<file path="src/source/reset_ctrl.sv">
// System reset controller
// Stretches external and warm resets with a down-counter, latches the power-off request
`timescale 1ns/10ps

module reset_ctrl #(
	parameter int RST_CNTR_BITS = 16
) (
	input  logic clk100mhz_i,
	input  logic rst_p,
	input  logic warm_rst_i,
	input  logic pwroff_i,
	output logic sys_rst_o,
	output logic sys_ready_o
);

	logic [RST_CNTR_BITS-1:0] rst_cntr;
	logic                     pwroff_q;

	always_ff @(posedge clk100mhz_i) begin
		if (rst_p || warm_rst_i)
			rst_cntr <= '1;
		else if (|rst_cntr)
			rst_cntr <= rst_cntr - 1'b1;
	end

	// Only the external reset releases power-off
	always_ff @(posedge clk100mhz_i) begin
		if (rst_p)
			pwroff_q <= 1'b0;
		else if (pwroff_i)
			pwroff_q <= 1'b1;
	end

	assign sys_rst_o   = (|rst_cntr) || pwroff_q;
	assign sys_ready_o = !sys_rst_o;

endmodule

</file>
<file path="config.mk">
export PLATFORM = sky130hd
export DESIGN_NAME = reset_ctrl
export DESIGN_NICKNAME = d
export VERILOG_FILES = /design/src/source/reset_ctrl.sv
export SDC_FILE = /design/constraint.sdc
export NUM_CORES = 1
export LEC_CHECK = 0
export ABC_AREA = 0
export CORE_MARGIN = 1
export CORE_UTILIZATION = 36
export DETAILED_ROUTE_END_ITERATION = 10
export DONT_BUFFER_PORTS = 1
export PLACE_DENSITY_LB_ADDON = 0.08
export SLEW_MARGIN = 20
export SYNTH_ARGS = -nofsm -noshare
export SYNTH_HDL_FRONTEND = slang
export SYNTH_SLANG_ARGS = --single-unit
</file>
<file path="constraint.sdc">
create_clock -name clk100mhz_i -period 1.85 [get_ports clk100mhz_i]
set_clock_uncertainty 0.15 [all_clocks]
set_input_delay 0.37 -clock clk100mhz_i [delete_from_list [all_inputs] [get_ports clk100mhz_i]]
set_output_delay 0.37 -clock clk100mhz_i [all_outputs]
set_load 0.005 [all_outputs]
</file>
==> results.sh <==
export IMPL_outcome="complete, but fails checks"
export IMPL_violations="setup timing"
export IMPL_fp_dieW_microns=53.0
export IMPL_clk_pin_slew_ps=100
export IMPL_p_leak_nw=0.548
export IMPL_synth_top_family_by_area="simple AND/OR/NAND/NOR gates"
export IMPL_grtUsageTotal_pct=17.8
export IMPL_synth_simple_area_share_pct=43.5
export IMPL_synth_cell_types=37
export IMPL_cts_sinks=17
export IMPL_syn_inst=102
export IMPL_seqCellArea_sq_um=352
export IMPL_synth_xor_area_share_pct=0.935
export IMPL_top_usage_layer="met2"
export IMPL_ys_flop_type="dfxtp_1"
export IMPL_synth_compound_area_share_pct=14.2
export IMPL_ys_seq_area_share_pct=36.3
export IMPL_dr_pass1_iters=4
export IMPL_start_util_pct=37.8
export IMPL_num_antenna_cells=0
export IMPL_worstPathArrival_ps=1380
export IMPL_area_growth_pct=29.2
export IMPL_period_minus_slack_ps=1900
export IMPL_htree_levels=1
export IMPL_hold_class="in -> reg"
export IMPL_peakVddDrop_mv=0.389
export IMPL_dp_hpwl_microns=1510
export IMPL_die_height_microns=53.0
export IMPL_drc=0
export IMPL_syn_area_sq_um=937
export IMPL_clock_latency_ps=290
export IMPL_vias=846
export IMPL_dieArea_sq_um=2810
export IMPL_setup_violations=1
export IMPL_synth_edf_count=0
export IMPL_drive_gt1_share_pct=41.1
export IMPL_grt_pass1_wl_microns=3560
export IMPL_worst_slack_ps=-48.6
export IMPL_cp_end_kind="primary output"
export IMPL_yosysWarnings=0
export IMPL_drt_iter0_markers=7
export IMPL_portBuffers=0
export IMPL_root_buffer="clkbuf_4"
export IMPL_min_to="pwroff_q"
export IMPL_ys_ff_latch=17
export IMPL_start_kind="flip-flop"
export IMPL_grt_met1_usage_pct=23.0
export IMPL_multi_input_area_sq_um=617
export IMPL_r2r_cells=5
export IMPL_grt_pass1_vias=786
export IMPL_rsz0062_at_grt="yes"
export IMPL_gp_congestion=0.780
export IMPL_utilization_pct=48.9
export IMPL_crit_type="reg -> out"
export IMPL_path_max_fanout=2
export IMPL_cts_buffers=3
export IMPL_muxShareOfSynthArea_pct=0
export IMPL_rrSetupSlack_ps=60
export IMPL_grt_max_degree=10
export IMPL_layout_common_cells="buf_4, dfxtp_1, nor2_1"
export IMPL_core_area_sq_um=2480
export IMPL_num_rows=18
export IMPL_worst_pin_slew_ps=352
export IMPL_routedWlPerCell_microns=13.2
export IMPL_dp_cells=142
export IMPL_synth_fa_ha_area_share_pct=1.34
export IMPL_nets=130
export IMPL_power_density_nw_per_um2=500
export IMPL_rr_startpoint="rst_cntr[12]"
export IMPL_drv_slew=0
export IMPL_drtAntennaViolNets=0
export IMPL_maxCapViolCount=0
export IMPL_layout_commonest_cell="buf_4"
export IMPL_tritoncts="done"
export IMPL_cts_path_max_buffers=2
export IMPL_avgSynthCellArea_sq_um=9.19
export IMPL_met2_usage_pct=28.3
export IMPL_final_hold_violation_count=0
export IMPL_hp_start="pwroff_i"
export IMPL_timing_rr_end="rst_cntr[13]"
export IMPL_fin_crit_sh_pct=103
export IMPL_finalWirelength_microns=2040
export IMPL_overflow=0
export IMPL_fin_cells=154
export IMPL_pin_count=6
export IMPL_max_freq_mhz=527
export IMPL_viasPerCell=5.49
export IMPL_max_slew_margin_pct=76.4
export IMPL_whs_path_depth=2
export IMPL_async_reset_ff_share_pct=0
export IMPL_antenna_found_initial=0
export IMPL_required_ps=1330
export IMPL_n_fill_cell=256
export IMPL_use_met3_pct=2.87
export IMPL_syn_nets=107
==> Yosys cell counts (3+ instances only) <==
cell	n	share of area, %
nor2_1	7	2.8
nand2_1	3	1.2
nor3_1	3	1.6
nand3_1	4	2.1
nand3b_1	4	3.2
a31oi_1	5	3.3
o21ai_1	5	2.7
nor4_1	5	3.3
dfxtp_1	17	36
and4_1	3	2.8
o21ai_0	3	1.6
inv_1	7	2.8
nand4_1	3	2.0
==> layer usage <==
metal / up-vias / wire length, microns
li1: 435 / -
met4: 0 / 23
met2: 10 / 1000
met1: 397 / 964
met5: - / 0
met3: 4 / 44
==> logic make-up (layout without fill, tap and decap cells) <==
kind of cell,count (synthesis),count (layout)
simple gates,53,53
flops,17,17
compound gates,21,21
fa+ha+maj,1,1
buf+inv,9,31
xor+xnor,1,1
==> cell type report <==
| class | instances | area share, % |
|---|---|---|
| multi-input cells | 76 | 50.9 |
| flip-flops and latches | 17 | 29.0 |
| repair buffers | 20 | 12.6 |
| well taps | 30 | 3.10 |
| clock buffers | 4 | 2.17 |
| inverters | 7 | 2.17 |
==> worst max-delay path by stage <==
stage               slack, ps      endpoint  cells after the start         from
detailed placement         80  rst_cntr[14]                      6  rst_cntr[0]
CTS                      -100   sys_ready_o                      6  rst_cntr[0]
global placement          110  rst_cntr[14]                      6  rst_cntr[0]
floorplan                  10   sys_ready_o                      7  rst_cntr[0]
finish                    -50   sys_ready_o                      6  rst_cntr[0]
global route             -120   sys_ready_o                      6  rst_cntr[0]
==> timing repair <==
action                                  in CTS  in global routing
hold buffers                                 1                  0
endpoints found under the setup margin       2                  6
pin swaps                                    4                  2
gates resized for setup                     14                  3
hold endpoints to repair                     1                  0
gates cloned                                 0                  0
setup buffers                                7                  0
==> where the power goes <==
part	internal [mW]	switching, mW
registers	0.368	0.00226
logic	0.0147	0.0135
clock network	0.0839	0.123
==> state kept, by name, summed over array words and instances, names as in the netlist <==
name	count
rst_cntr	16
pwroff_q	1
==> per-stage QoR <==
stage,hold WS (ps),area [sq um],setup WS (ps),total power [mW],setup TNS [ps]
3_3_place_gp,296,1060,113,0.402,0
2_1_floorplan,279,942,9.67,0.393,0
3_5_place_dp,295,1060,76.2,0.403,0
4_1_cts,24.7,1200,-96.2,0.618,-110
5_1_grt,42.6,1210,-120,0.634,-191
6_report,40.4,1210,-48.6,0.605,-48.6
==> worst max-delay path, stage by stage, from the launching register on <==
cell,delay [ps]
dfxtp_2,340
inv_2,70
ha_4,130
nor3b_4,180
and4_4,260
nand2b_4,60
inv_2,50
Note: power is estimated with default switching activity, not from simulation.
