==> config.mk <==
export PLATFORM = sky130hd
export DESIGN_NAME = bus_arbiter
export DESIGN_NICKNAME = d
export VERILOG_FILES = /design/src/source/soc_bus_pkg.sv /design/src/source/soc_map_pkg.sv /design/src/source/bus_arbiter.sv
export SDC_FILE = /design/constraint.sdc
export NUM_CORES = 1
export LEC_CHECK = 0
export ABC_AREA = 1
export BUFFER_PORTS_ARGS = -buffer_cell sky130_fd_sc_hd__buf_2
export CAP_MARGIN = 10
export CORE_AREA = 2 2 240 242
export DETAILED_ROUTE_END_ITERATION = 8
export DIE_AREA = 0 0 242 244
export MAX_ROUTING_LAYER = met4
export SETUP_SLACK_MARGIN = 0.15
export SKIP_CTS_REPAIR_TIMING = 1
export SLEW_MARGIN = 20
export SYNTH_ARGS = -nofsm -noshare
export SYNTH_HDL_FRONTEND = slang
export SYNTH_SLANG_ARGS = --single-unit
==> constraint.sdc <==
create_clock -name clk100mhz_i -period 10.4 [get_ports clk100mhz_i]
set_input_delay 1.56 -clock clk100mhz_i [delete_from_list [all_inputs] [get_ports clk100mhz_i]]
set_output_delay 1.56 -clock clk100mhz_i [all_outputs]
set_load 0.005 [all_outputs]
==> src/source/soc_bus_pkg.sv <==
// Peripheral bus definitions
// Word, address and select widths, operation codes and the request and response records
package soc_bus_pkg;

	// One bus word
	typedef logic [31:0] data_t;

	// Word address, not byte address
	typedef logic [15:0] addr_t;

	// Byte selects of one word
	typedef logic [3:0] sel_t;

	// Read-write is a swap: old word returned, new word stored
	typedef enum logic [1:0] {
		OP_IDLE  = 2'b00,
		OP_WRITE = 2'b01,
		OP_READ  = 2'b10,
		OP_RDWR  = 2'b11
	} bus_op_e;

	// Held by the master until it sees rdy
	typedef struct packed {
		bus_op_e op;
		addr_t   addr;
		data_t   data;
		sel_t    sel;
	} bus_req_t;

	// Read data is only meaningful while rdy is high
	typedef struct packed {
		data_t data;
		logic  rdy;
	} bus_rsp_t;

endpackage

==> src/source/soc_map_pkg.sv <==
// Address map of the peripheral bus
// Target indices, windows, device descriptions and register offsets
package soc_map_pkg;

	typedef enum logic [2:0] {TGT_RAM, TGT_DEVTBL, TGT_GPIO, TGT_DMA, TGT_INVALID} tgt_e;
	localparam int TGT_COUNT = 5;

	// Windows in words
	localparam soc_bus_pkg::addr_t RAM_BASE    = 16'h0000;
	localparam int                 RAM_WORDS   = 1024;
	localparam soc_bus_pkg::addr_t DEVTBL_BASE = 16'h0400;
	localparam int                 DEVTBL_WORDS = 16;
	localparam soc_bus_pkg::addr_t GPIO_BASE   = 16'h0410;
	localparam int                 GPIO_WORDS  = 4;
	localparam soc_bus_pkg::addr_t DMA_BASE    = 16'h0420;
	localparam int                 DMA_WORDS   = 4;
	localparam int                 INVALID_WORDS = 1024;

	// Device table contents, indexed by tgt_e
	localparam logic [7:0]  TGT_ID      [TGT_COUNT] = '{8'd1, 8'd7, 8'd6, 8'd2, 8'd0};
	localparam logic        TGT_USEINTR [TGT_COUNT] = '{1'b0, 1'b0, 1'b1, 1'b1, 1'b0};
	localparam logic [15:0] TGT_MAPSZ   [TGT_COUNT] = '{16'(RAM_WORDS), 16'(DEVTBL_WORDS),
		16'(GPIO_WORDS), 16'(DMA_WORDS), 16'(INVALID_WORDS)};

	// Software reset register inside the device table
	localparam int DEVTBL_RST_OFS = 15;

	// DMA register window
	localparam int DMA_SRC_OFS    = 0;
	localparam int DMA_DST_OFS    = 1;
	localparam int DMA_COUNT_OFS  = 2;
	localparam int DMA_STATUS_OFS = 3;

endpackage

==> src/source/bus_arbiter.sv <==
// Fixed-priority bus arbiter with address decoder
// Host wins over DMA; the owner keeps the bus until its rdy, unmapped words read zero
`timescale 1ns/10ps

module bus_arbiter (
	input  logic                  clk100mhz_i,
	input  logic                  rst_p,
	input  soc_bus_pkg::bus_req_t host_req_i,
	input  soc_bus_pkg::bus_req_t dma_req_i,
	output soc_bus_pkg::bus_rsp_t host_rsp_o,
	output soc_bus_pkg::bus_rsp_t dma_rsp_o,
	output soc_bus_pkg::bus_req_t tgt_req_o [soc_map_pkg::TGT_COUNT],
	input  soc_bus_pkg::bus_rsp_t tgt_rsp_i [soc_map_pkg::TGT_COUNT]
);

	logic                  gnt_valid;
	logic                  gnt_dma;
	soc_bus_pkg::bus_req_t gnt_req;
	soc_map_pkg::tgt_e     tgt_sel;
	soc_bus_pkg::addr_t    tgt_base;
	soc_bus_pkg::bus_rsp_t sel_rsp;

	// Offset wraps for addresses below base, so one compare covers both ends
	function automatic logic in_window(soc_bus_pkg::addr_t addr, soc_bus_pkg::addr_t base,
		int words);
		soc_bus_pkg::addr_t ofs;
		ofs = addr - base;
		return int'(ofs) < words;
	endfunction

	assign gnt_req = gnt_dma ? dma_req_i : host_req_i;

	always_comb begin
		tgt_sel  = soc_map_pkg::TGT_INVALID;
		tgt_base = '0;
		if (in_window(gnt_req.addr, soc_map_pkg::RAM_BASE, soc_map_pkg::RAM_WORDS)) begin
			tgt_sel  = soc_map_pkg::TGT_RAM;
			tgt_base = soc_map_pkg::RAM_BASE;
		end else if (in_window(gnt_req.addr, soc_map_pkg::DEVTBL_BASE,
			soc_map_pkg::DEVTBL_WORDS)) begin
			tgt_sel  = soc_map_pkg::TGT_DEVTBL;
			tgt_base = soc_map_pkg::DEVTBL_BASE;
		end else if (in_window(gnt_req.addr, soc_map_pkg::GPIO_BASE,
			soc_map_pkg::GPIO_WORDS)) begin
			tgt_sel  = soc_map_pkg::TGT_GPIO;
			tgt_base = soc_map_pkg::GPIO_BASE;
		end else if (in_window(gnt_req.addr, soc_map_pkg::DMA_BASE,
			soc_map_pkg::DMA_WORDS)) begin
			tgt_sel  = soc_map_pkg::TGT_DMA;
			tgt_base = soc_map_pkg::DMA_BASE;
		end
	end

	// Only the selected target sees a live op
	always_comb begin
		for (int i = 0; i < soc_map_pkg::TGT_COUNT; i++) begin
			tgt_req_o[i] = '0;
		end
		if (gnt_valid) begin
			tgt_req_o[tgt_sel]      = gnt_req;
			tgt_req_o[tgt_sel].addr = gnt_req.addr - tgt_base;
		end
	end

	// Default target answers in the same cycle with zero
	always_comb begin
		sel_rsp = tgt_rsp_i[tgt_sel];
		if (tgt_sel == soc_map_pkg::TGT_INVALID) begin
			sel_rsp.data = '0;
			sel_rsp.rdy  = tgt_req_o[soc_map_pkg::TGT_INVALID].op != soc_bus_pkg::OP_IDLE;
		end
	end

	always_comb begin
		host_rsp_o = '0;
		dma_rsp_o  = '0;
		if (gnt_valid) begin
			if (gnt_dma)
				dma_rsp_o = sel_rsp;
			else
				host_rsp_o = sel_rsp;
		end
	end

	always_ff @(posedge clk100mhz_i) begin
		if (rst_p) begin
			gnt_valid <= 1'b0;
			gnt_dma   <= 1'b0;
		end else if (!gnt_valid) begin
			if (host_req_i.op != soc_bus_pkg::OP_IDLE) begin
				gnt_valid <= 1'b1;
				gnt_dma   <= 1'b0;
			end else if (dma_req_i.op != soc_bus_pkg::OP_IDLE) begin
				gnt_valid <= 1'b1;
				gnt_dma   <= 1'b1;
			end
		end else if (sel_rsp.rdy) begin
			// Decision for the next owner is taken in the following cycle
			gnt_valid <= 1'b0;
		end
	end

endmodule

==> key figures <==
Synth
  • Synthesized netlist cell count: about 1.1k
  • Post-synth ARST share: 0%
  • Seq/Total Area, Yosys: less than 1%
  • Synth area leaders: nor2_1 26%, nand2_1 14%, nand3_1 11%
  • Syn avg cell area: slightly below 5 um^2
  • YS warnings: 0
  • Synth top area share: a little over a quarter
  • Top FF cell, synth: dfxtp_1
  • FF+latch count, synth: 2
  • Unique masters post-synth: 42
  • Post-synthesis cell area: between 5000 and 6000 um^2
  • Number of synthesized flops with an enable pin: 0
  • Biggest area consumer among synthesized cells: nor2_1

Placement
  • DPL Wire Length: about 30 mm
  • GP Congestion: 0.962
  • Post-DP Area: between 8000 and 9000 um^2
  • PortBufs: between 500 and 600

Global routing
  • First-pass GRT wire length: 52.6 mm
  • Initial antenna violation count: 4
  • Largest net degree at the start of global routing: 57
  • Overflow after GRT: 0
  • Number of global-route vias before repair: between 8k and 9k
  • GRT Util Overall: between 10% and 20%

Timing
  • Slew HR: between 30% and 40%
  • Highest Clock Rate: between 100 and 150 MHz
  • Final worst-path cycle share: around 74%
  • Clock Skews: about 4.1 ps
  • RSZ-0062 raised after global routing: false
  • Worst Max-Slew Pin Slew: around 1000 ps
  • Min Tclk post-route: ~7700 ps
  • Final hold viol count: 0
  • Hold_ws: approximately 720 ps
  • Final count of pins violating max slew: 0
  • Setup_tns: 0 ps
  • Count of final setup violators: 0

Critical path
  • Critical Path AT: around 6100 ps
  • Path depth of the worst reg2reg path: 18
  • Reg2Reg Setup Slack: ~6000 ps
  • WP data required: 8840 ps
  • Worst setup EP type: output port
  • Worst-path maximum fanout: 53
  • Worst R2R Start: gnt_dma
  • Crit path kind: in2out
  • Startpoint types: input pin
  • Reg-to-Reg End: gnt_valid

Route
  • First-pass detailed-route iteration total: 5
  • Number of routed nets with antenna violations: 0
  • Routed length per instance: about 16 um
  • Iteration-0 DRC Markers: 801
  • Final wirelength: between 30 and 40 mm
  • Via/cell ratio: 3.93
  • DR vias: 9146
  • # DRC: 0

Floorplan
  • Core area: 56200 um^2
  • Die width: 242 um
  • Row Count: 87
  • Die area: between 50000 and 60000 um^2
  • Io pins: approximately 610
  • Initial Util: under 10%
  • Die Y: between 200 and 250 um

Min path
  • Hold endpoint: gnt_dma
  • HP Start: gnt_valid
  • Hold Crit Class: reg2reg
  • Hold path depth: 2

Final layout
  • Synthesis-to-finish area growth: 68.2%
  • Nets@finish: ~1.9k
  • Design Area, Final: a little under 9000 um^2
  • Layout fillers: 6695
  • Share of post-route cells with drive strength above 1: approximately 43%

Clock tree
  • Clock sink count: 2
  • Worst-Skew Late Latency: around 230 ps
  • Worst-path clk slew: 30 ps
  • Htree depth: 1
  • CTS tree: yes
  • Root buffer cell: clkbuf_16
  • Clock buffer depth: 2
  • Total CTS buffers: 3

Pwr
  • PwrDens: 44.0 nW/um^2
  • Lkg Pwr: 0.00493 uW
  • Worst vdd ir: 0.0324 mV

Outcome
  • Status: completed

Flow run
  • Max cap viols: 0
-- per-stage QoR --
stage	setup slack [ps]	util [%]	instances	power (uW)
after detailed placement	2680	15.3	2320	319
after floorplan	4000	-	1060	182
after CTS	2650	15.4	2324	382
final	2720	15.5	2328	382
after global routing	2230	15.5	2328	416
after global placement	2650	15.3	2320	319
-- cell families after synthesis --
logic type      Yosys count  synth area share, %
compound gates          107                 14.8
xor+xnor                  6                 1.02
fa+ha+maj                 6                 1.60
buf+inv                 168                 15.9
flops                     2                0.775
other cells               1               0.0726
simple gates            767                 65.9
-- how the worst max path moves through the flow --
stage                   start             to  slack [ps]  cells after the start
3_3_place_gp   host_req_i[41]  tgt_req_o[51]        2650                     23
2_1_floorplan   dma_req_i[41]  tgt_req_o[51]        4000                     23
4_1_cts         dma_req_i[41]  tgt_req_o[51]        2650                     25
6_report        dma_req_i[41]  tgt_req_o[51]        2720                     25
3_5_place_dp    dma_req_i[41]  tgt_req_o[51]        2680                     25
5_1_grt         dma_req_i[41]  tgt_req_o[51]        2230                     25
-- power by group --
part	switching, uW	internal (uW)
Sequential	5.63	8.69
Combinational	206	101
Clock	10.5	50.6
-- critical path, cell delays in order --
cell	delay, ps
buf_2	90
inv_1	100
nand2_1	80
o21ai_2	200
ha_1	310
inv_1	130
nor2_1	190
nand2_2	120
nand2_4	120
nand3_1	90
nand2_1	120
nand3b_4	240
buf_4	560
ha_1	340
a21oi_1	190
nand2_1	100
nor3_1	280
o21ai_0	200
inv_1	120
nand2_1	200
a21oi_1	170
o21ai_0	90
buf_4	180
nor2_1	90
buf_2	190
-- layout by cell type (no fill, tap or decap), types with 2 or more instances in the layout --
cell         n
nand3b_1    33
o21ai_4      2
nor2_4       5
o21ai_2      8
clkbuf_16    3
inv_1       83
nor2_2       4
nor2_1     358
nand3_1    116
xor2_1       6
a21oi_1     12
conb_1       4
o21ai_0     14
a31oi_1      2
o21ai_1      3
inv_2        5
nor3_1       5
buf_4       11
nand2_4      6
diode_2      4
nand2_2     19
buf_2      573
ha_1         5
nand4_1     13
a21oi_2     29
nand2_1    197
or2_2        5
o22ai_1     32
-- layer usage --
metal	routed length, um	vias up	track usage [%]
li1	-	4376	-
met1	15700	4093	14.8
met2	17500	615	19.8
met3	3180	62	2.02
met4	1320	0	4.08
met5	0	-	-
-- synth_stat cells (all sizes together), types with 2 or more instances --
| master | count |
|---|---|
| nor2 | 367 |
| nand2 | 223 |
| nand3 | 117 |
| ha | 5 |
| nor3 | 5 |
| a21oi | 42 |
| inv | 88 |
| xor2 | 6 |
| buf | 52 |
| nand3b | 34 |
| a31oi | 2 |
| o22ai | 32 |
| or2 | 5 |
| dfxtp | 2 |
| o21ai | 27 |
| clkbuf | 28 |
| nand4 | 15 |
-- area by class of cell --
cell class,count,area (um^2),area share (%)
tap,756,946,10.9
inverter,88,330,3.80
antenna,4,10.0,0.115
sequential,2,45.0,0.519
timing repair buffer,584,2950,34.0
multi-input combinational,890,4330,49.8
clock buffer,4,78.8,0.908
-- flip-flops by register name (all words and copies together), names as in the netlist --
| register | count |
|---|---|
| gnt_dma | 1 |
| gnt_valid | 1 |
Note: power is estimated with default switching activity, not from simulation.
