## src/source/soc_bus_pkg.sv

```systemverilog
// Peripheral bus definitions
// Word, address and select widths, operation codes and the request and response records
package soc_bus_pkg;

	// One bus word
	typedef logic [31:0] data_t;

	// Word address, not byte address
	typedef logic [15:0] addr_t;

	// Byte selects of one word
	typedef logic [3:0] sel_t;

	// Read-write is a swap: old word returned, new word stored
	typedef enum logic [1:0] {
		OP_IDLE  = 2'b00,
		OP_WRITE = 2'b01,
		OP_READ  = 2'b10,
		OP_RDWR  = 2'b11
	} bus_op_e;

	// Held by the master until it sees rdy
	typedef struct packed {
		bus_op_e op;
		addr_t   addr;
		data_t   data;
		sel_t    sel;
	} bus_req_t;

	// Read data is only meaningful while rdy is high
	typedef struct packed {
		data_t data;
		logic  rdy;
	} bus_rsp_t;

endpackage

```

## src/source/gpio_port.sv

```systemverilog
// General-purpose I/O port
// Word 0 is the output register, word 1 reads the synchronised input pins
`timescale 1ns/10ps

module gpio_port #(
	parameter int GPIO_COUNT = 8
) (
	input  logic                  clk100mhz_i,
	input  logic                  sys_rst_i,
	input  soc_bus_pkg::bus_req_t req_i,
	output soc_bus_pkg::bus_rsp_t rsp_o,
	input  logic [GPIO_COUNT-1:0] gpio_i,
	output logic [GPIO_COUNT-1:0] gpio_o
);

	logic [GPIO_COUNT-1:0] out_q;
	logic [GPIO_COUNT-1:0] sync1_q;
	logic [GPIO_COUNT-1:0] sync2_q;
	logic                  rdy_q;
	logic                  act;
	soc_bus_pkg::data_t    data_q;

	assign act = (req_i.op != soc_bus_pkg::OP_IDLE) && !rdy_q;

	always_ff @(posedge clk100mhz_i) begin
		if (sys_rst_i) begin
			rdy_q <= 1'b0;
			out_q <= '0;
		end else begin
			rdy_q <= act;
			if (act && req_i.op != soc_bus_pkg::OP_READ && req_i.addr == 16'd0) begin
				for (int i = 0; i < GPIO_COUNT; i++) begin
					if (req_i.sel[i/8])
						out_q[i] <= req_i.data[i];
				end
			end
		end
	end

	// Two-stage synchroniser for the asynchronous pins
	always_ff @(posedge clk100mhz_i) begin
		sync1_q <= gpio_i;
		sync2_q <= sync1_q;
		if (act)
			data_q <= (req_i.addr == 16'd0) ? soc_bus_pkg::data_t'(out_q) :
				(req_i.addr == 16'd1) ? soc_bus_pkg::data_t'(sync2_q) : '0;
	end

	assign rsp_o  = '{data: data_q, rdy: rdy_q};
	assign gpio_o = out_q;

endmodule

```

## config.mk

```make
export PLATFORM = sky130hd
export DESIGN_NAME = gpio_port
export DESIGN_NICKNAME = d
export VERILOG_FILES = /design/src/source/soc_bus_pkg.sv /design/src/source/gpio_port.sv
export SDC_FILE = /design/constraint.sdc
export NUM_CORES = 1
export LEC_CHECK = 0
export BUFFER_PORTS_ARGS = -buffer_cell sky130_fd_sc_hd__buf_4
export CAP_MARGIN = 5
export CORE_MARGIN = 5
export CORE_UTILIZATION = 38
export DETAILED_ROUTE_END_ITERATION = 12
export MAX_ROUTING_LAYER = met4
export PLACE_DENSITY = 0.79
export SETUP_SLACK_MARGIN = 0.1
export SKIP_CTS_REPAIR_TIMING = 1
export SYNTH_ARGS = -nofsm -noshare
export SYNTH_HDL_FRONTEND = slang
export SYNTH_SLANG_ARGS = --single-unit
export TNS_END_PERCENT = 5
```

## constraint.sdc

```tcl
create_clock -name clk100mhz_i -period 1.9 [get_ports clk100mhz_i]
set_input_delay 0.285 -clock clk100mhz_i [delete_from_list [all_inputs] [get_ports clk100mhz_i]]
set_output_delay 0.285 -clock clk100mhz_i [all_outputs]
set_load 0.02 [all_outputs]
```

==> reports/metrics.cfg, run 1 <==
[routing]
totalWireLength_um = 2625
met3_length_um = 241
vias_per_cell = 4.206
drt_iter0_drc = 15
highest_layer = met3
vias = 879
drc = 0
antenna_left = 0
wl_met1_um = 880
met2_length_um = 1503
wire_per_inst_um = 12.56
dr.pass1.iters = 3

[floorplan]
start_util_pct = 39.15
dieWidth_um = 68.63
fp.dieH_um = 68.63
io_pins = 105
rows = 21
fp.dieArea_sq_um = 4710
core_area_sq_um = 3337

[placement]
dp.cells = 201
dp_hpwl_um = 2166
place_congestion = 0.7032
numPortBuffers = 53

[worst_setup_path]
critPathLaunch = req_i[41]
rr_startpoint = rdy_q$_SDFF_PP0_
crit_arrival_ps = 1520
worstSetupStartpointType = input pin
crit_path_end_kind = register
cp-endpoint = gpio_o[0]$_SDFFE_PP0P_
reg2reg_to = data_q[2]$_DFFE_PP_
cp_max_fo = 8
crit_type = in -> reg
r2r_cells = 1
reg2reg_setup_slack_ps = 660
required_ps = 2150

[sta]
max_slew.worst_pin.slew_ps = 657.1
maxSlewViolCount = 0
finalSetupViolations = 0
finClkSkew_ps = 5.747
rsz0062_at_grt = no
hold_viol_final = 0
slew_headroom_pct = 56.03
min_period_ps = 1272
fin_crit_sh_pct = 66.95
tns_ps = 0
fmax_ghz = 0.7862

[synthesis]
ys_seq_elements = 33
avgSynthCellArea_sq_um = 12.32
synthCells = 106
ys_seq_area_share_pct = 56.70
synthTopCellsByArea = dfxtp_1, edfxtp_1, buf_4, nand2b_1, mux2i_1
synthDistinctLibCells = 17
ys.flop_type = dfxtp_1
synth_common_cells = buf_4, dfxtp_1, nand2b_1
synthArstFlopShare_pct = 0
yosys_warnings = 0
synth_top_area_share_pct = 38.31
syn_area_sq_um = 1306
synth_area_leader_cell = dfxtp_1
synth-edff-count = 8

[layout]
n_fill_cell = 323
fin_cells = 209
multi_input_area_sq_um = 434.2
nNetsFinal = 226
fin_util_pct = 50.84
antenna_cells = 0
area_growth_pct = 29.89
layout-drive-gt1-share_pct = 40.49
final-seq-area_sq_um = 740.7

[grt]
grt_usage_pct = 11.92
grt_pass1_vias = 915
grt_pass1_wl_um = 4022
grt_max_degree = 18
gr-total-overflow = 0
antenna_found_initial = 0

[clock_tree]
clkTransAtPathRegs_ps = 100
htreeDepth = 2
cts_tree = done
cts_buffers = 5
cts_root_buffer = clkbuf_4
clock-sinks = 33
clock_latency_ps = 320
cts_buffer_depth = 2

[power]
p_leak_nw = 0.7649
peakVddDrop_v = 0.0005082
powerDensity_nw_per_um2 = 752.9

[hold_path]
worstHoldPathCells = 1
worstHoldPathType = in -> reg

[flow_run]
maxCapViolations = 0

[run_status]
status = completed

-- kinds of logic (layout without fill, tap and decap cells) --
group                  after synthesis  in the layout  share of synthesized area (%)
AOI/OAI and AO/OA                    8              8                          5.364
and+or+nand+nor                     27             27                          14.85
muxes                                8              8                          6.131
DFF                                 33             33                          56.70
buffers and inverters               29             63                          16.67
other                                1             24                         0.2871
-- per-layer routing --
layer | global-route usage (%) | up-vias
met4 | 2.730 | 0
met5 | - | -
met2 | 20.86 | 35
li1 | - | 429
met3 | 4.700 | 0
met1 | 12.58 | 415
-- how the worst min path moves through the flow --
| stage | startpoint | end |
|---|---|---|
| 2_1_floorplan | sync1_q[0]$_DFF_P_ | sync2_q[0]$_DFF_P_ |
| 3_3_place_gp | sync1_q[3]$_DFF_P_ | sync2_q[3]$_DFF_P_ |
| 3_5_place_dp | sync1_q[0]$_DFF_P_ | sync2_q[0]$_DFF_P_ |
| 4_1_cts | gpio_i[2] | sync1_q[2]$_DFF_P_ |
| 5_1_grt | gpio_i[3] | sync1_q[3]$_DFF_P_ |
| 6_report | gpio_i[5] | sync1_q[5]$_DFF_P_ |
-- sequential cells by signal, summed over array words and instances (netlist names) --
name / cells
data_q: 8
sync2_q: 8
rdy_q: 1
gpio_o: 8
sync1_q: 8
-- worst max-delay path: stages --
cell,delay [ps]
buf_4,110
nor4_2,270
and4_1,260
and4b_1,200
buf_4,190
mux2i_1,200
-- per-stage QoR --
stage	worst slack, ps	instance area (sq um)	power, mW	hold slack (ps)
global route	555.7	1697	1.341	39.89
detailed placement	260.8	1645	0.9397	314.7
floorplan	451.6	1393	0.8921	309.6
finish	628.0	1697	1.277	63.33
CTS	614.7	1697	1.292	51.28
global placement	323.0	1645	0.9342	312.5
-- cell type report --
type	instances	share of cell area (%)
flip-flops and latches	33	43.66
multi-input cells	67	25.59
repair buffers	55	24.34
well taps	46	3.392
clock buffers	6	2.434
clock inverters	2	0.5900
-- cell usage in the layout, fill, tap and decap left out --
cell type,n
a22o_1,8
and4_1,1
and4_2,1
and4b_1,1
buf_4,55
clkbuf_1,1
clkbuf_4,5
clkinv_2,2
conb_1,24
dfxtp_1,25
edfxtp_1,8
mux2i_1,8
nand2b_1,16
nor2_1,2
nor3_1,1
nor4_1,1
nor4_2,3
nor4b_1,1
-- power by group --
group          total, mW  switching [mW]  internal, mW
registers          0.760          0.0100         0.750
logic              0.164          0.0908        0.0727
clock network      0.354           0.213         0.141
No activity file was read; power rests on OpenSTA's default activity.
==> run 2: changes to the inputs <==
- ABC_AREA: default -> 1
- CORE_UTILIZATION: 38 -> 36
- PLACE_DENSITY: 0.79 -> 0.77
- clock period: 1.9 -> 1.1 ns (I/O delays scaled with it)
==> run 2 against run 1 <==
Effect of this change:
- power increased by 95%
- core utilization increased by 3.5 points
- non-clock buffer count increased by 14
- sequential share of layout area decreased by 6.9 points
- largest power group unchanged
- combinational power increased by 110%
- critical path depth increased by 1
- area after synthesis increased by 7.9%
- the run now ends with setup timing left
- largest cell class unchanged
- synthesized cell count increased by 49%
- cell area increased by 19%
- flip-flop and latch count unchanged
- critical path type is now reg -> reg
==> reports/metrics.cfg, run 2 <==
[grt]
gr-total-overflow = 0
antenna_found_initial = 0
grt_pass1_vias = 978
grt_usage_pct = 11.30
grt_max_degree = 11
grt_pass1_wl_um = 4284

[layout]
fin_cells = 280
design_area_sq_um = 2018
n_fill_cell = 353
area_growth_pct = 43.25
final-seq-area_sq_um = 742.0
mostFrequentLayoutCells = buf_4, inv_1, conb_1, dfxtp_1, nand2_1
nNetsFinal = 295
layout-drive-gt1-share_pct = 34.91
multi_input_area_sq_um = 469.2
antenna_cells = 0
layout_commonest_cell = buf_4

[power]
peakVddDrop_v = 0.0007607
p_leak_nw = 1.002
powerDensity_nw_per_um2 = 1231

[sta]
finalWorstSetupSlack_ps = -17.27
holdWs_ps = 34.47
min_period_ps = 1117
maxSlewViolCount = 0
finClkSkew_ps = 2.870
fin_crit_sh_pct = 101.6
rsz0062_at_grt = yes
fmax_ghz = 0.8950
finalSetupViolations = 4
hold_viol_final = 0

[worst_setup_path]
crit_family = simple AND/OR/NAND/NOR gates
reg2reg_to = gpio_o[0]$_SDFFE_PP0P_
r2r_cells = 7
crit_path_end_kind = register
cp_max_fo = 6
crit_chain = inv_2 -> nand2_4 -> nor2_4 -> buf_4 -> nand4_1 -> nand2_1 -> nor2_1
slowest_delay_ps = 320
reg2reg_setup_slack_ps = -20
crit_type = reg -> reg
rr_startpoint = rdy_q$_SDFF_PP0_
required_ps = 1280
worstSetupStartpointType = register
crit_arrival_ps = 1300
crit_slowest_cell = dfxtp_2
crit_buf_inv = 2

[floorplan]
fp.dieH_um = 72.56
core_area_sq_um = 3716
io_pins = 105
dieWidth_um = 72.56
fp.dieArea_sq_um = 5264
start_util_pct = 37.91
rows = 22

[flow_run]
maxCapViolations = 0

[clock_tree]
clkTransAtPathRegs_ps = 60
cts_buffers = 5
cts_buffer_depth = 2
htreeDepth = 2
clock-sinks = 33
cts_tree = done
clock_latency_ps = 280
cts_root_buffer = clkbuf_8

[hold_path]
worstHoldPathCells = 2
worstHoldPathType = in -> reg
hold_path_end = rdy_q$_SDFF_PP0_
hp-start = sys_rst_i

[synthesis]
synthArstFlopShare_pct = 0
synth_top_family_by_area = simple AND/OR/NAND/NOR gates
synthTopCellsByArea = dfxtp_1, edfxtp_1, buf_4, inv_1, nand2_1
syn_area_sq_um = 1409
synth_top_area_share_pct = 35.52
synthDistinctLibCells = 19
synth_common_cells = inv_1, buf_4, dfxtp_1
synthMuxAreaShare_pct = 0
avgSynthCellArea_sq_um = 8.917
synthAdderAreaFrac_pct = 0
synth_xor_area_share_pct = 0
ys.flop_type = dfxtp_1
synth-edff-count = 8
synthCells = 158
ys_seq_area_share_pct = 52.58
yosysMostFrequentCell = inv_1
ys_seq_elements = 33
synth_compound_area_share_pct = 3.197
yosys_warnings = 0
synth_area_leader_cell = dfxtp_1
synth-simple-area-share_pct = 22.65

[routing]
met2_length_um = 1419
drt_iter0_drc = 68
highest_layer = met4
wl_met1_um = 1067
vias = 1123
wire_per_inst_um = 10.13
vias_per_cell = 4.011
totalWireLength_um = 2835
antenna_left = 0
met3_length_um = 290
drc = 0
dr.pass1.iters = 4

[placement]
dp_hpwl_um = 2244
numPortBuffers = 53
placed_area_sq_um = 1804
dp.cells = 262
place_congestion = 0.8083

[run_status]
violations = setup timing
status = finished with violations

[run 2: cell count changes after synthesis, moves of 8 or more]
cell | before | now
inv_1 | 0 | 26
nor2_1 | 2 | 16
o21ai_1 | 0 | 8
nand2_1 | 0 | 20
mux2i_1 | 8 | 0
nand3_1 | 0 | 8
nand4_1 | 0 | 8
a22o_1 | 8 | 0
nand2b_1 | 16 | 0
[run 2: worst max-delay path by stage]
stage,from,endpoint,slack [ps],cells after the start
final,rdy_q$_SDFF_PP0_,gpio_o[0]$_SDFFE_PP0P_,-20,7
after global routing,rdy_q$_SDFF_PP0_,gpio_o[0]$_SDFFE_PP0P_,-120,7
after CTS,rdy_q$_SDFF_PP0_,gpio_o[3]$_SDFFE_PP0P_,-30,7
after detailed placement,req_i[47],data_q[7]$_DFFE_PP_,-140,7
after global placement,req_i[47],data_q[2]$_DFFE_PP_,-130,7
after floorplan,req_i[47],data_q[0]$_DFFE_PP_,110,6
[run 2: cell families (layout without fill, tap and decap cells)]
family	Yosys count	in the layout
AOI/OAI and AO/OA	9	9
buffers and inverters	53	104
DFF	33	33
other	1	24
and+or+nand+nor	62	62
[run 2: area by class of cell]
cell class	instances	share of cell area [%]
Inverter	27	5.022
Clock inverter	1	0.2480
Tap cell	48	2.976
Clock buffer	7	3.782
Sequential cell	33	36.76
Multi-Input combinational cell	95	23.25
Timing Repair Buffer	69	27.96
[run 2: metal layers]
layer  GRT usage (%)  vias up
met2           17.13       45
li1                -      587
met5               -        -
met1           12.03      485
met4           6.148        0
met3           5.540        6
[run 2: metrics by stage]
stage               TNS, ps  util, %  setup slack, ps  power [mW]
floorplan                 0        -            107.8       1.566
global placement      -1308    48.55           -126.3       1.636
detailed placement    -1356    48.55           -144.5       1.644
CTS                  -120.0    50.74           -26.85       2.472
global route         -851.7    54.31           -121.8       2.618
finish               -62.85    54.31           -17.27       2.485
[run 2: where the power goes]
part / switching, mW / internal, mW / leakage [nW] / total (mW)
clock network: 0.379 / 0.442 / 0.0422 / 0.822
logic: 0.184 / 0.161 / 0.667 / 0.345
registers: 0.0188 / 1.30 / 0.293 / 1.32
total: 0.582 / 1.90 / 1.00 / 2.49
==> run 3: changes to the inputs <==
- CORE_UTILIZATION: 36 -> 35
- PLACE_DENSITY: 0.77 -> 0.75
==> run 3 against run 2 <==
Effect of this change:
- the run now ends clean
- wire length increased by 1.3%
- first-iteration DRC count decreased by 40%
- flip-flop and latch count unchanged
- via count increased by 0.71%
- clock power increased by 35%
- non-clock buffer count increased by 2
- core utilization decreased by 1.7 points
- global-route usage increased by 0.26 points
- combinational power increased by 5%
- largest cell class unchanged
- largest power group unchanged
==> reports/metrics.cfg, run 3 (synthesis results as in run 2) <==
[layout]
multi_input_area_sq_um = 466.7
nNetsFinal = 297
area_growth_pct = 47.25
antenna_cells = 0
layout-drive-gt1-share_pct = 35.47
final-seq-area_sq_um = 742.0
layout_commonest_cell = buf_4
n_fill_cell = 360
mostFrequentLayoutCells = buf_4, inv_1, conb_1, dfxtp_1, nand2_1
fin_util_pct = 52.62

[routing]
vias_per_cell = 3.982
drt_iter0_drc = 41
drc = 0
wire_per_inst_um = 10.11
dr.pass1.iters = 4
totalWireLength_um = 2872
vias = 1131
antenna_left = 0

[grt]
grt_max_degree = 13
gr-total-overflow = 0
grt_pass1_wl_um = 4450
grt_pass1_vias = 1073
grt_usage_pct = 11.56
antenna_found_initial = 0

[flow_run]
maxCapViolations = 0

[worst_setup_path]
rr_startpoint = rdy_q$_SDFF_PP0_
slowest_delay_ps = 320
crit_type = reg -> reg
crit_buf_inv = 2
crit_slowest_cell = dfxtp_2
r2r_cells = 7
required_ps = 1280
crit_path_end_kind = register
crit_chain = inv_2 -> nand2_4 -> nor2_4 -> buf_4 -> nand4_1 -> nand2_1 -> nor2_1
crit_family = simple AND/OR/NAND/NOR gates
cp_max_fo = 3
reg2reg_to = gpio_o[2]$_SDFFE_PP0P_
crit_arrival_ps = 1220
reg2reg_setup_slack_ps = 60
worstSetupStartpointType = register

[clock_tree]
htreeDepth = 2
clock_latency_ps = 280
clock-sinks = 33
cts_tree = done
cts_buffers = 5
cts_buffer_depth = 2
cts_root_buffer = clkbuf_8
clkTransAtPathRegs_ps = 60

[sta]
fin_crit_sh_pct = 94.25
finClkSkew_ps = 6.645
holdWs_ps = 38.35
tns_ps = 0
rsz0062_at_grt = yes
fmax_ghz = 0.9645
finalSetupViolations = 0
maxSlewViolCount = 0
min_period_ps = 1037
hold_viol_final = 0

[power]
peakVddDrop_v = 0.0005121
powerDensity_nw_per_um2 = 1345
p_total_mw = 2.789
p_leak_nw = 1.035

[floorplan]
fp.dieH_um = 73.45
fp.dieArea_sq_um = 5394
io_pins = 105
start_util_pct = 35.73
rows = 23
dieWidth_um = 73.45
core_area_sq_um = 3943

[hold_path]
hp-start = sys_rst_i
worstHoldPathType = in -> reg
hold_path_end = rdy_q$_SDFF_PP0_
worstHoldPathCells = 2

[placement]
place_congestion = 0.8065
numPortBuffers = 53
dp_hpwl_um = 2369

[run_status]
status = completed

[run 3: worst max-delay path by stage]
stage,startpoint,to,depth (start not counted)
2_1_floorplan,req_i[47],data_q[0]$_DFFE_PP_,6
3_3_place_gp,req_i[43],data_q[7]$_DFFE_PP_,6
3_5_place_dp,req_i[43],data_q[7]$_DFFE_PP_,6
4_1_cts,rdy_q$_SDFF_PP0_,gpio_o[0]$_SDFFE_PP0P_,7
5_1_grt,rdy_q$_SDFF_PP0_,gpio_o[2]$_SDFFE_PP0P_,7
6_report,rdy_q$_SDFF_PP0_,gpio_o[2]$_SDFFE_PP0P_,7
[run 3: where the power goes]
part	internal [mW]	total, mW	leakage, nW	switching, mW
registers	1.30	1.32	0.293	0.0172
logic	0.172	0.361	0.683	0.188
clock network	0.678	1.11	0.0587	0.435
[run 3: metrics by stage]
step,area [sq um],setup WS [ps],instances
after CTS,1963,50.10,276
final,2074,63.20,284
after global placement,1849,-62.86,268
after global routing,2074,-9.096,284
after detailed placement,1849,-122.0,268
after floorplan,1500,107.8,181
[run 3: metal layers]
layer | wire length, um | vias to the layer above | GRT usage [%]
met5 | 0 | - | -
met2 | 1504 | 41 | 19.69
met3 | 254 | 7 | 3.146
met1 | 1023 | 489 | 11.34
met4 | 90 | 0 | 7.847
li1 | - | 594 | -
[run 3: layout make-up]
class	count	area share, %
clock buffer	5	3.317
clock inverter	3	2.171
inverter	27	4.885
multi-input combinational	95	22.50
sequential	33	35.77
tap	50	3.016
timing repair buffer	71	28.35
