## src/source/soc_bus_pkg.sv

```systemverilog
// Peripheral bus definitions
// Word, address and select widths, operation codes and the request and response records
package soc_bus_pkg;

	// One bus word
	typedef logic [31:0] data_t;

	// Word address, not byte address
	typedef logic [15:0] addr_t;

	// Byte selects of one word
	typedef logic [3:0] sel_t;

	// Read-write is a swap: old word returned, new word stored
	typedef enum logic [1:0] {
		OP_IDLE  = 2'b00,
		OP_WRITE = 2'b01,
		OP_READ  = 2'b10,
		OP_RDWR  = 2'b11
	} bus_op_e;

	// Held by the master until it sees rdy
	typedef struct packed {
		bus_op_e op;
		addr_t   addr;
		data_t   data;
		sel_t    sel;
	} bus_req_t;

	// Read data is only meaningful while rdy is high
	typedef struct packed {
		data_t data;
		logic  rdy;
	} bus_rsp_t;

endpackage

```

## src/source/soc_map_pkg.sv

```systemverilog
// Address map of the peripheral bus
// Target indices, windows, device descriptions and register offsets
package soc_map_pkg;

	typedef enum logic [2:0] {TGT_RAM, TGT_DEVTBL, TGT_GPIO, TGT_DMA, TGT_INVALID} tgt_e;
	localparam int TGT_COUNT = 5;

	// Windows in words
	localparam soc_bus_pkg::addr_t RAM_BASE    = 16'h0000;
	localparam int                 RAM_WORDS   = 1024;
	localparam soc_bus_pkg::addr_t DEVTBL_BASE = 16'h0400;
	localparam int                 DEVTBL_WORDS = 16;
	localparam soc_bus_pkg::addr_t GPIO_BASE   = 16'h0410;
	localparam int                 GPIO_WORDS  = 4;
	localparam soc_bus_pkg::addr_t DMA_BASE    = 16'h0420;
	localparam int                 DMA_WORDS   = 4;
	localparam int                 INVALID_WORDS = 1024;

	// Device table contents, indexed by tgt_e
	localparam logic [7:0]  TGT_ID      [TGT_COUNT] = '{8'd1, 8'd7, 8'd6, 8'd2, 8'd0};
	localparam logic        TGT_USEINTR [TGT_COUNT] = '{1'b0, 1'b0, 1'b1, 1'b1, 1'b0};
	localparam logic [15:0] TGT_MAPSZ   [TGT_COUNT] = '{16'(RAM_WORDS), 16'(DEVTBL_WORDS),
		16'(GPIO_WORDS), 16'(DMA_WORDS), 16'(INVALID_WORDS)};

	// Software reset register inside the device table
	localparam int DEVTBL_RST_OFS = 15;

	// DMA register window
	localparam int DMA_SRC_OFS    = 0;
	localparam int DMA_DST_OFS    = 1;
	localparam int DMA_COUNT_OFS  = 2;
	localparam int DMA_STATUS_OFS = 3;

endpackage

```

## src/source/dma_engine.sv

```systemverilog
// Single-channel DMA engine
// Copies COUNT words from SRC to DST over the bus, one read then one write per word
`timescale 1ns/10ps

module dma_engine (
	input  logic                  clk100mhz_i,
	input  logic                  sys_rst_i,
	input  soc_bus_pkg::bus_req_t s_req_i,
	output soc_bus_pkg::bus_rsp_t s_rsp_o,
	output soc_bus_pkg::bus_req_t m_req_o,
	input  soc_bus_pkg::bus_rsp_t m_rsp_i,
	output logic                  dma_irq_o
);

	typedef enum logic [1:0] {DMA_IDLE, DMA_READ, DMA_WRITE} dma_state_e;

	dma_state_e         state;
	soc_bus_pkg::addr_t src_q;
	soc_bus_pkg::addr_t dst_q;
	soc_bus_pkg::addr_t count_q;
	soc_bus_pkg::data_t buf_q;
	soc_bus_pkg::data_t s_data_q;
	soc_bus_pkg::data_t s_rd_data;
	logic               s_rdy_q;
	logic               done_q;
	logic               busy;
	logic               s_act;
	logic               s_wr;

	assign busy  = state != DMA_IDLE;
	assign s_act = (s_req_i.op != soc_bus_pkg::OP_IDLE) && !s_rdy_q;
	assign s_wr  = s_act && (s_req_i.op != soc_bus_pkg::OP_READ);

	always_comb begin
		case (s_req_i.addr)
			soc_map_pkg::DMA_SRC_OFS:    s_rd_data = {16'b0, src_q};
			soc_map_pkg::DMA_DST_OFS:    s_rd_data = {16'b0, dst_q};
			soc_map_pkg::DMA_COUNT_OFS:  s_rd_data = {16'b0, count_q};
			soc_map_pkg::DMA_STATUS_OFS: s_rd_data = {30'b0, done_q, busy};
			default:                     s_rd_data = '0;
		endcase
	end

	// Master request follows the state directly
	always_comb begin
		m_req_o.op   = soc_bus_pkg::OP_IDLE;
		m_req_o.addr = src_q;
		m_req_o.data = buf_q;
		m_req_o.sel  = '1;
		if (state == DMA_READ) begin
			m_req_o.op = soc_bus_pkg::OP_READ;
		end else if (state == DMA_WRITE) begin
			m_req_o.op   = soc_bus_pkg::OP_WRITE;
			m_req_o.addr = dst_q;
		end
	end

	always_ff @(posedge clk100mhz_i) begin
		if (sys_rst_i) begin
			state   <= DMA_IDLE;
			count_q <= '0;
			done_q  <= 1'b0;
			s_rdy_q <= 1'b0;
		end else begin
			s_rdy_q <= s_act;
			if (s_wr) begin
				if (s_req_i.addr == soc_map_pkg::DMA_STATUS_OFS)
					done_q <= 1'b0;
				if (!busy && s_req_i.addr == soc_map_pkg::DMA_SRC_OFS)
					src_q <= s_req_i.data[15:0];
				if (!busy && s_req_i.addr == soc_map_pkg::DMA_DST_OFS)
					dst_q <= s_req_i.data[15:0];
				if (!busy && s_req_i.addr == soc_map_pkg::DMA_COUNT_OFS) begin
					count_q <= s_req_i.data[15:0];
					if (|s_req_i.data[15:0])
						state <= DMA_READ;
				end
			end
			// Completion comes last so it wins over a STATUS write
			if (state == DMA_READ && m_rsp_i.rdy) begin
				buf_q <= m_rsp_i.data;
				state <= DMA_WRITE;
			end else if (state == DMA_WRITE && m_rsp_i.rdy) begin
				src_q   <= src_q + 1'b1;
				dst_q   <= dst_q + 1'b1;
				count_q <= count_q - 1'b1;
				if (count_q == 16'd1) begin
					state  <= DMA_IDLE;
					done_q <= 1'b1;
				end else begin
					state <= DMA_READ;
				end
			end
		end
	end

	always_ff @(posedge clk100mhz_i) begin
		if (s_act)
			s_data_q <= s_rd_data;
	end

	assign s_rsp_o   = '{data: s_data_q, rdy: s_rdy_q};
	assign dma_irq_o = done_q;

endmodule

```

## config.mk

```make
export PLATFORM = sky130hd
export DESIGN_NAME = dma_engine
export DESIGN_NICKNAME = d
export VERILOG_FILES = /design/src/source/soc_bus_pkg.sv /design/src/source/soc_map_pkg.sv /design/src/source/dma_engine.sv
export SDC_FILE = /design/constraint.sdc
export NUM_CORES = 1
export LEC_CHECK = 0
export ABC_AREA = 1
export ABC_CLOCK_PERIOD_IN_PS = 5400
export BUFFER_PORTS_ARGS = -buffer_cell sky130_fd_sc_hd__buf_2
export CAP_MARGIN = 20
export CORE_MARGIN = 2
export CORE_UTILIZATION = 55
export CTS_CLUSTER_SIZE = 16
export DETAILED_ROUTE_END_ITERATION = 8
export GPL_TIMING_DRIVEN = 0
export PLACE_DENSITY = 0.8
export SYNTH_ARGS = -nofsm -noshare
export SYNTH_HDL_FRONTEND = slang
export SYNTH_SLANG_ARGS = --single-unit
```

## constraint.sdc

```tcl
create_clock -name clk100mhz_i -period 5.4 [get_ports clk100mhz_i]
set_input_delay 0.54 -clock clk100mhz_i [delete_from_list [all_inputs] [get_ports clk100mhz_i]]
set_output_delay 0.54 -clock clk100mhz_i [all_outputs]
set_load 0.01 [all_outputs]
```

==> results of run 1 <==
[power breakdown]
group	internal, mW	switching, mW
combinational	0.0673	0.108
sequential	0.856	0.0206
clock	0.175	0.293
total	1.10	0.422
[cells in the mapped netlist, types with 9 or more instances]
| cell | instances |
|---|---|
| nor2_1 | 50 |
| o211ai_1 | 16 |
| o21ai_1 | 25 |
| xor2_1 | 11 |
| o21ai_0 | 49 |
| dfxtp_1 | 20 |
| buf_4 | 22 |
| edfxtp_1 | 80 |
| nand2_1 | 244 |
| nor3_1 | 20 |
| nand4_1 | 18 |
| inv_1 | 83 |
| a21oi_1 | 16 |
| nand3_1 | 61 |
| clkbuf_1 | 9 |
[flip-flops by register name (all words and copies together) (netlist names)]
| name | flops |
|---|---|
| src_q | 16 |
| s_rdy_q | 1 |
| count_q | 16 |
| buf_q | 32 |
| dma_irq_o | 1 |
| dst_q | 16 |
| state | 2 |
| s_data_q | 16 |
[cell type report]
| cell class | instances | area, um2 | share of cell area |
|---|---|---|---|
| Clock inverter | 7 | 56.3 | 0.00774 |
| Multi-Input combinational cell | 570 | 2750 | 0.377 |
| Buffer | 51 | 344 | 0.0473 |
| Sequential cell | 100 | 2800 | 0.385 |
| Tap cell | 140 | 175 | 0.0241 |
| Inverter | 87 | 327 | 0.0449 |
| Timing Repair Buffer | 137 | 701 | 0.0963 |
| Clock buffer | 9 | 124 | 0.0170 |
[path summary, 6_finish.rpt]
check                        from              endpoint  slack [ns]  cells past startpoint
max            s_rdy_q$_SDFF_PP0_    dst_q[2]$_DFFE_PN_        2.95                      9
min                   m_rsp_i[30]   buf_q[29]$_DFFE_PP_        0.31                      1
max reg2reg    s_rdy_q$_SDFF_PP0_    dst_q[2]$_DFFE_PN_        2.95                      9
min reg2reg  dma_irq_o$_SDFF_PP0_  dma_irq_o$_SDFF_PP0_        0.51                      2
[stage by stage]
| stage | worst slack, ns | hold WS (ns) | utilization |
|---|---|---|---|
| after floorplan | 2.87 | 0.499 | - |
| after global placement | 2.13 | 0.498 | 0.649 |
| final | 2.95 | 0.311 | 0.668 |
| after CTS | 3.00 | 0.316 | 0.668 |
| after global routing | 2.83 | 0.302 | 0.668 |
| after detailed placement | 2.66 | 0.496 | 0.652 |
[kinds of logic (layout without fill, tap and decap cells)]
group,count (synthesis),after routing,share of synthesized area
and+or+nand+nor,419,419,0.305
xor gates and xnor gates,13,13,0.0185
buffers and inverters,138,291,0.109
AOI/OAI and AO/OA,114,114,0.102
other,2,20,0.00122
adders and majority gates,4,4,0.00815
DFF,100,100,0.456
[metal layers]
layer / up-vias / GRT usage / part of all wire
met3: 41 / 0.0533 / 0.11
li1: 2910 / - / -
met1: 2687 / 0.404 / 0.39
met2: 383 / 0.507 / 0.47
met5: - / 0 / 0
met4: 0 / 0.111 / 0.026
[worst max-delay path: stages (launching register included)]
cell and delay, ns:
dfxtp_1 0.32, inv_1 0.07, nand2_1 0.07, inv_1 0.66
nand3_4 0.34, buf_2 0.31, o21ai_0 0.21, nand3_1 0.10
nand2_1 0.09, inv_1 0.03
==> key figures, run 1 <==
Setup path
  – Critical Path Source Type: flop
  – CP Max Fanout: 17
  – Kind of end point of the critical path: flop
  – Worst Path Required: 5.57 ns
  – WP data arrival: 2.62 ns
  – CP Class: flop to flop

Floorplanning
  – Die Area: 12000 um2
  – Starting density of the core: 0.564
  – FP Rows: 38
  – DIE WIDTH: 110 um
  – Core region area: 10900 um2
  – I/O Pins: 177
  – Die Ht: 110 um

Finish
  – P&R area growth vs syn: 18.4%
  – Diode count: 0
  – Fin nets: 1049
  – Most common cell after layout, fill and taps aside: nand2_1
  – Share of layout cells above drive strength 1: 0.229
  – Fin area: 7270 um2
  – Non-filler instance count after layout: 1101
  – Fillcell total: 950
  – Most frequent cells in the layout: nand2_1 (244), buf_2 (142), inv_1 (83), edfxtp_1 (80), nand3_1 (61)

STA
  – Setup TNS: 0 ns
  – Final min period: 2.45 ns
  – F_max: 409 MHz
  – RSZ-0062 raised after global routing: no
  – Normalized max-slew margin: 0.392
  – Skew final: 0.0122 ns
  – Max-slew violations: 0
  – Final setup fails: 0
  – Hold Fails Final Rpt: 0
  – Worst-margin pin slew: 0.910 ns
  – Final period util: 0.453

Routing
  – # DRC: 0
  – Via count: 6021
  – Drt total wl: 18.1 mm
  – Drt wl/cell: 16.4 um
  – Drt via density: 5.47
  – Routed Antenna Nets: 0
  – First DRT Iteration DRCs: 869
  – Drt first pass iters: 6

Logic synthesis
  – Synth warnings: 0
  – Distinct cells, synth: 35
  – Post-synth EDFFs: 80
  – Syn Std Cell Area: 6140 um2
  – Syn Area/Cell: 7.77 um2
  – Cells after Synth: 790
  – Top cell type's share of synthesized area: 0.391
  – Part of the Yosys area used for sequential elements: 0.456
  – Post-synth top area cell: edfxtp_1
  – Largest cells by area after synthesis: edfxtp_1 (39%), nand2_1 (15%), dfxtp_1 (6.5%), inv_1 (5.1%), nand3_1 (5.0%)
  – Number of synthesized register bits: 100
  – Synth Flop Type: edfxtp_1
  – Ys async rst share: 0

Clock network
  – Hold buffer count at cts: 0
  – Number of CTS-inserted buffers: 9
  – Number of H-tree levels: 3
  – Post-CTS Setup Bufs: 0
  – Post-CTS sizing: 0
  – Sink Count: 100
  – CTS tree: yes
  – Clock Latency Late Sink: 0.39 ns
  – CTS root buf: clkbuf_8
  – Clock buffer depth: 2
  – Clock-pin transition on the worst setup and hold timing paths: 0.11 ns

Worst hold path
  – Hold Path Class: primary input to flop

GRT
  – Vias in the first global route: 5534
  – Gr usage total: 0.306
  – Largest net degree at the start of global routing: 36
  – Overflow after GRT: 0
  – First-pass GRT wire length: 27.7 mm
  – Initial antenna violation count: 0

Power and ir drop
  – Static leakage: 3.50 nW
  – Cell Pwr Density: 209 nW/um2
  – Tot Pwr: 1.52 mW
  – Worst VDD drop: 0.124 mV

Job
  – Maxcap violations: 0

Placed design
  – Port Buf Inserts: 136
  – RePlAce Congestion: 0.943
  – Area after DPL: 7090 um2
  – Dpl cells: 1085
  – Hpwl dp: 13.5 mm

Run status
  – Status: completed
Note: power is estimated with default switching activity, not from simulation.
==> inputs of run 2 (changes only) <==
--- a/config.mk
+++ b/config.mk
@@ -6,15 +6,15 @@
 export NUM_CORES = 1
 export LEC_CHECK = 0
 export ABC_AREA = 1
-export ABC_CLOCK_PERIOD_IN_PS = 5400
+export ABC_CLOCK_PERIOD_IN_PS = 2100
 export BUFFER_PORTS_ARGS = -buffer_cell sky130_fd_sc_hd__buf_2
 export CAP_MARGIN = 20
 export CORE_MARGIN = 2
-export CORE_UTILIZATION = 55
+export CORE_UTILIZATION = 48
 export CTS_CLUSTER_SIZE = 16
 export DETAILED_ROUTE_END_ITERATION = 8
 export GPL_TIMING_DRIVEN = 0
-export PLACE_DENSITY = 0.8
+export PLACE_DENSITY = 0.74
 export SYNTH_ARGS = -nofsm -noshare
 export SYNTH_HDL_FRONTEND = slang
 export SYNTH_SLANG_ARGS = --single-unit
==> constraint.sdc (replaced) <==
create_clock -name clk100mhz_i -period 2.1 [get_ports clk100mhz_i]
set_input_delay 0.21 -clock clk100mhz_i [delete_from_list [all_inputs] [get_ports clk100mhz_i]]
set_output_delay 0.21 -clock clk100mhz_i [all_outputs]
set_load 0.01 [all_outputs]
==> run 2 against run 1 <==
The flow now finishes with violations (negative setup slack). Clock skew is 0.0053 ns lower. Sequential power grew to 2.6 times the previous value. Largest cell class unchanged. Die area is 14% higher. Critical path depth is 4 lower. Critical path type is now flop to output port. Combinational power grew to 2.6 times the previous value. Power grew to 2.9 times the previous value. Worst setup slack worse by 3.0 ns. Clock power grew to 3.6 times the previous value. Via count is 1.3% higher.
==> key figures, run 2 (synthesized netlist as in run 1, its figures left out) <==
STA
  – RSZ-0062 raised after global routing: yes (was no)
  – F_max: 475 MHz
  – Normalized max-slew margin: 0.565 (was 0.392)
  – Fin Hold WS: 0.0233 ns (was 0.311 ns)
  – Max-slew violations: 0 (unchanged)
  – Skew final: 0.00694 ns (was 0.0122 ns)
  – Final setup fails: 1 (was 0)
  – Setup TNS: -0.00564 ns (was 0 ns)
  – Worst-margin pin slew: 0.652 ns (was 0.910 ns)
  – Final period util: 1.00
  – Final WS setup: -0.00564 ns (was 2.95 ns)
  – Final min period: 2.11 ns
  – Hold Fails Final Rpt: 0 (unchanged)

Power and ir drop
  – Combinational share of power: 0.104 (was 0.115)
  – Seq pwr share: 0.511 (was 0.577)
  – Internal: 3.31 mW (was 1.10 mW)
  – Sw frac: 0.250 (was 0.277)
  – Cell Pwr Density: 590 nW/um2 (was 209 nW/um2)
  – Psw: 1.11 mW (was 422 uW)
  – Worst VDD drop: 0.312 mV (was 0.124 mV)
  – Clk network pwr share: 0.386 (was 0.308)
  – Static leakage: 3.57 nW (was 3.50 nW)
  – Tot Pwr: 4.42 mW (was 1.52 mW)

Setup path
  – CP Class: flop to output port (was flop to flop)
  – Worst Path Required: 1.89 ns (was 5.57 ns)
  – R2r setup slk: 0.16 ns (was 2.95 ns)
  – Kind of end point of the critical path: output port (was flop)
  – WP data arrival: 1.90 ns (was 2.62 ns)
  – Critical Path Source Type: flop (unchanged)
  – CP Max Fanout: 10 (was 17)

Clock network
  – CTS tree: yes (unchanged)
  – Number of H-tree levels: 3 (unchanged)
  – Sink Count: 100 (unchanged)
  – Clock-pin transition on the worst setup and hold timing paths: 0.07 ns (was 0.11 ns)
  – CTS root buf: clkbuf_16 (was clkbuf_8)
  – Clock Latency Late Sink: 0.36 ns (was 0.39 ns)
  – Hold buffer count at cts: 0 (unchanged)
  – Number of CTS-inserted buffers: 9 (unchanged)
  – Clock buffer depth: 2 (unchanged)

Routing
  – Drt wl/cell: 16.4 um (about the same)
  – Drt first pass iters: 5 (was 6)
  – Via count: 6102 (was 6021)
  – # DRC: 0 (unchanged)
  – Routed Antenna Nets: 0 (unchanged)
  – Drt total wl: 18.7 mm (was 18.1 mm)
  – First DRT Iteration DRCs: 649 (was 869)
  – Drt via density: 5.36 (was 5.47)

Placed design
  – Hpwl dp: 13.8 mm (was 13.5 mm)
  – Dpl cells: 1118 (was 1085)
  – Port Buf Inserts: 136 (unchanged)
  – RePlAce Congestion: 0.997 (was 0.943)
  – Pre-CTS WS: -0.352 ns (was 2.66 ns)

Floorplanning
  – FP Rows: 41 (was 38)
  – I/O Pins: 177 (unchanged)
  – Die Area: 13700 um2 (was 12000 um2)
  – Core region area: 12600 um2 (was 10900 um2)
  – Starting density of the core: 0.489 (was 0.564)
  – Die Ht: 117 um (was 110 um)
  – DIE WIDTH: 117 um (was 110 um)

Finish
  – Most common cell after layout, fill and taps aside: nand2_1 (unchanged)
  – Largest register by flop count: buf_q (unchanged)
  – Non-filler instance count after layout: 1138 (was 1101)
  – P&R area growth vs syn: 21.9% (was 18.4%)
  – Share of layout cells above drive strength 1: 0.233 (was 0.229)
  – Fin nets: 1053 (was 1049)
  – Largest register FFs: 32 (unchanged)
  – Most frequent cells in the layout: nand2_1 (244), buf_2 (142), inv_1 (82), edfxtp_1 (80), nand3_1 (61) (was nand2_1 (244), buf_2 (142), inv_1 (83), edfxtp_1 (80), nand3_1 (61))

GRT
  – Largest net degree at the start of global routing: 33 (was 36)
  – Initial antenna violation count: 1 (was 0)
  – First-pass GRT wire length: 28.8 mm (was 27.7 mm)
  – Overflow after GRT: 0 (unchanged)
  – Gr usage total: 0.279 (was 0.306)
  – Vias in the first global route: 5663 (was 5534)

Run status
  – Status: finished with violations (was completed)
  – Failing checks: negative setup slack

Job
  – Maxcap violations: 0 (unchanged)

Worst hold path
  – Hold Path Class: primary input to flop (unchanged)
run 2: cell count changes in the layout (fill, tap and decap cells not counted), sizes merged:
cell	delta
buf	+3
bufinv	+1
clkbuf	+1
clkinv	+1
clkinvlp	+1
diode	+1
inv	-3
run 2: final timing paths:
check / start / endpoint / cells after the start
worst min register to register: dma_irq_o$_SDFF_PP0_ / dma_irq_o$_SDFF_PP0_ / 2
worst min-delay path: m_rsp_i[2] / buf_q[1]$_DFFE_PP_ / 1
worst max-delay path: state[0]$_SDFFE_PP0P_ / m_req_o[43] / 5
worst max register to register: state[1]$_SDFFE_PP0P_ / dst_q[10]$_DFFE_PN_ / 7
run 2: power by group through the flow:
stage	logic, mW	registers, mW	clock network [mW]
2_1_floorplan	0.248	2.29	0
3_3_place_gp	0.433	2.30	0
3_5_place_dp	0.447	2.30	0
4_1_cts	0.452	2.25	1.72
5_1_grt	0.507	2.26	1.78
6_report	0.458	2.26	1.70
run 2: worst max-delay path: stages (launching register included):
cell and delay (ns):
dfxtp_1 0.35, inv_1 0.07, nand2_1 0.15, clkbuf_1 0.49
o21ai_0 0.28, buf_2 0.20
run 2: area by class of cell:
class | instances | area, um2
clock buffers | 9 | 225
repair buffers | 141 | 743
flip-flops and latches | 100 | 2800
clock inverters | 7 | 75.1
plain buffers | 51 | 347
fillers | 1153 | 5080
multi-input cells | 570 | 2750
inverters | 87 | 330
diodes | 1 | 2.50
well taps | 172 | 215
run 2: per-layer routing:
layer | share of wire | global-route usage
met1 | 0.39 | 0.364
met2 | 0.47 | 0.452
met3 | 0.10 | 0.0422
met4 | 0.044 | 0.149
met5 | 0 | 0
run 2: what timing repair did:
action                     4_1_cts  5_1_grt
setup buffers                    1        2
pin swaps                        0        1
resized for setup                1        3
setup endpoints to repair       44        5
run 2: per-stage QoR:
stage                util  instance area [um2]
floorplan               -                 6210
global placement    0.566                 7110
detailed placement  0.569                 7150
CTS                 0.594                 7470
global route        0.596                 7490
finish              0.596                 7490
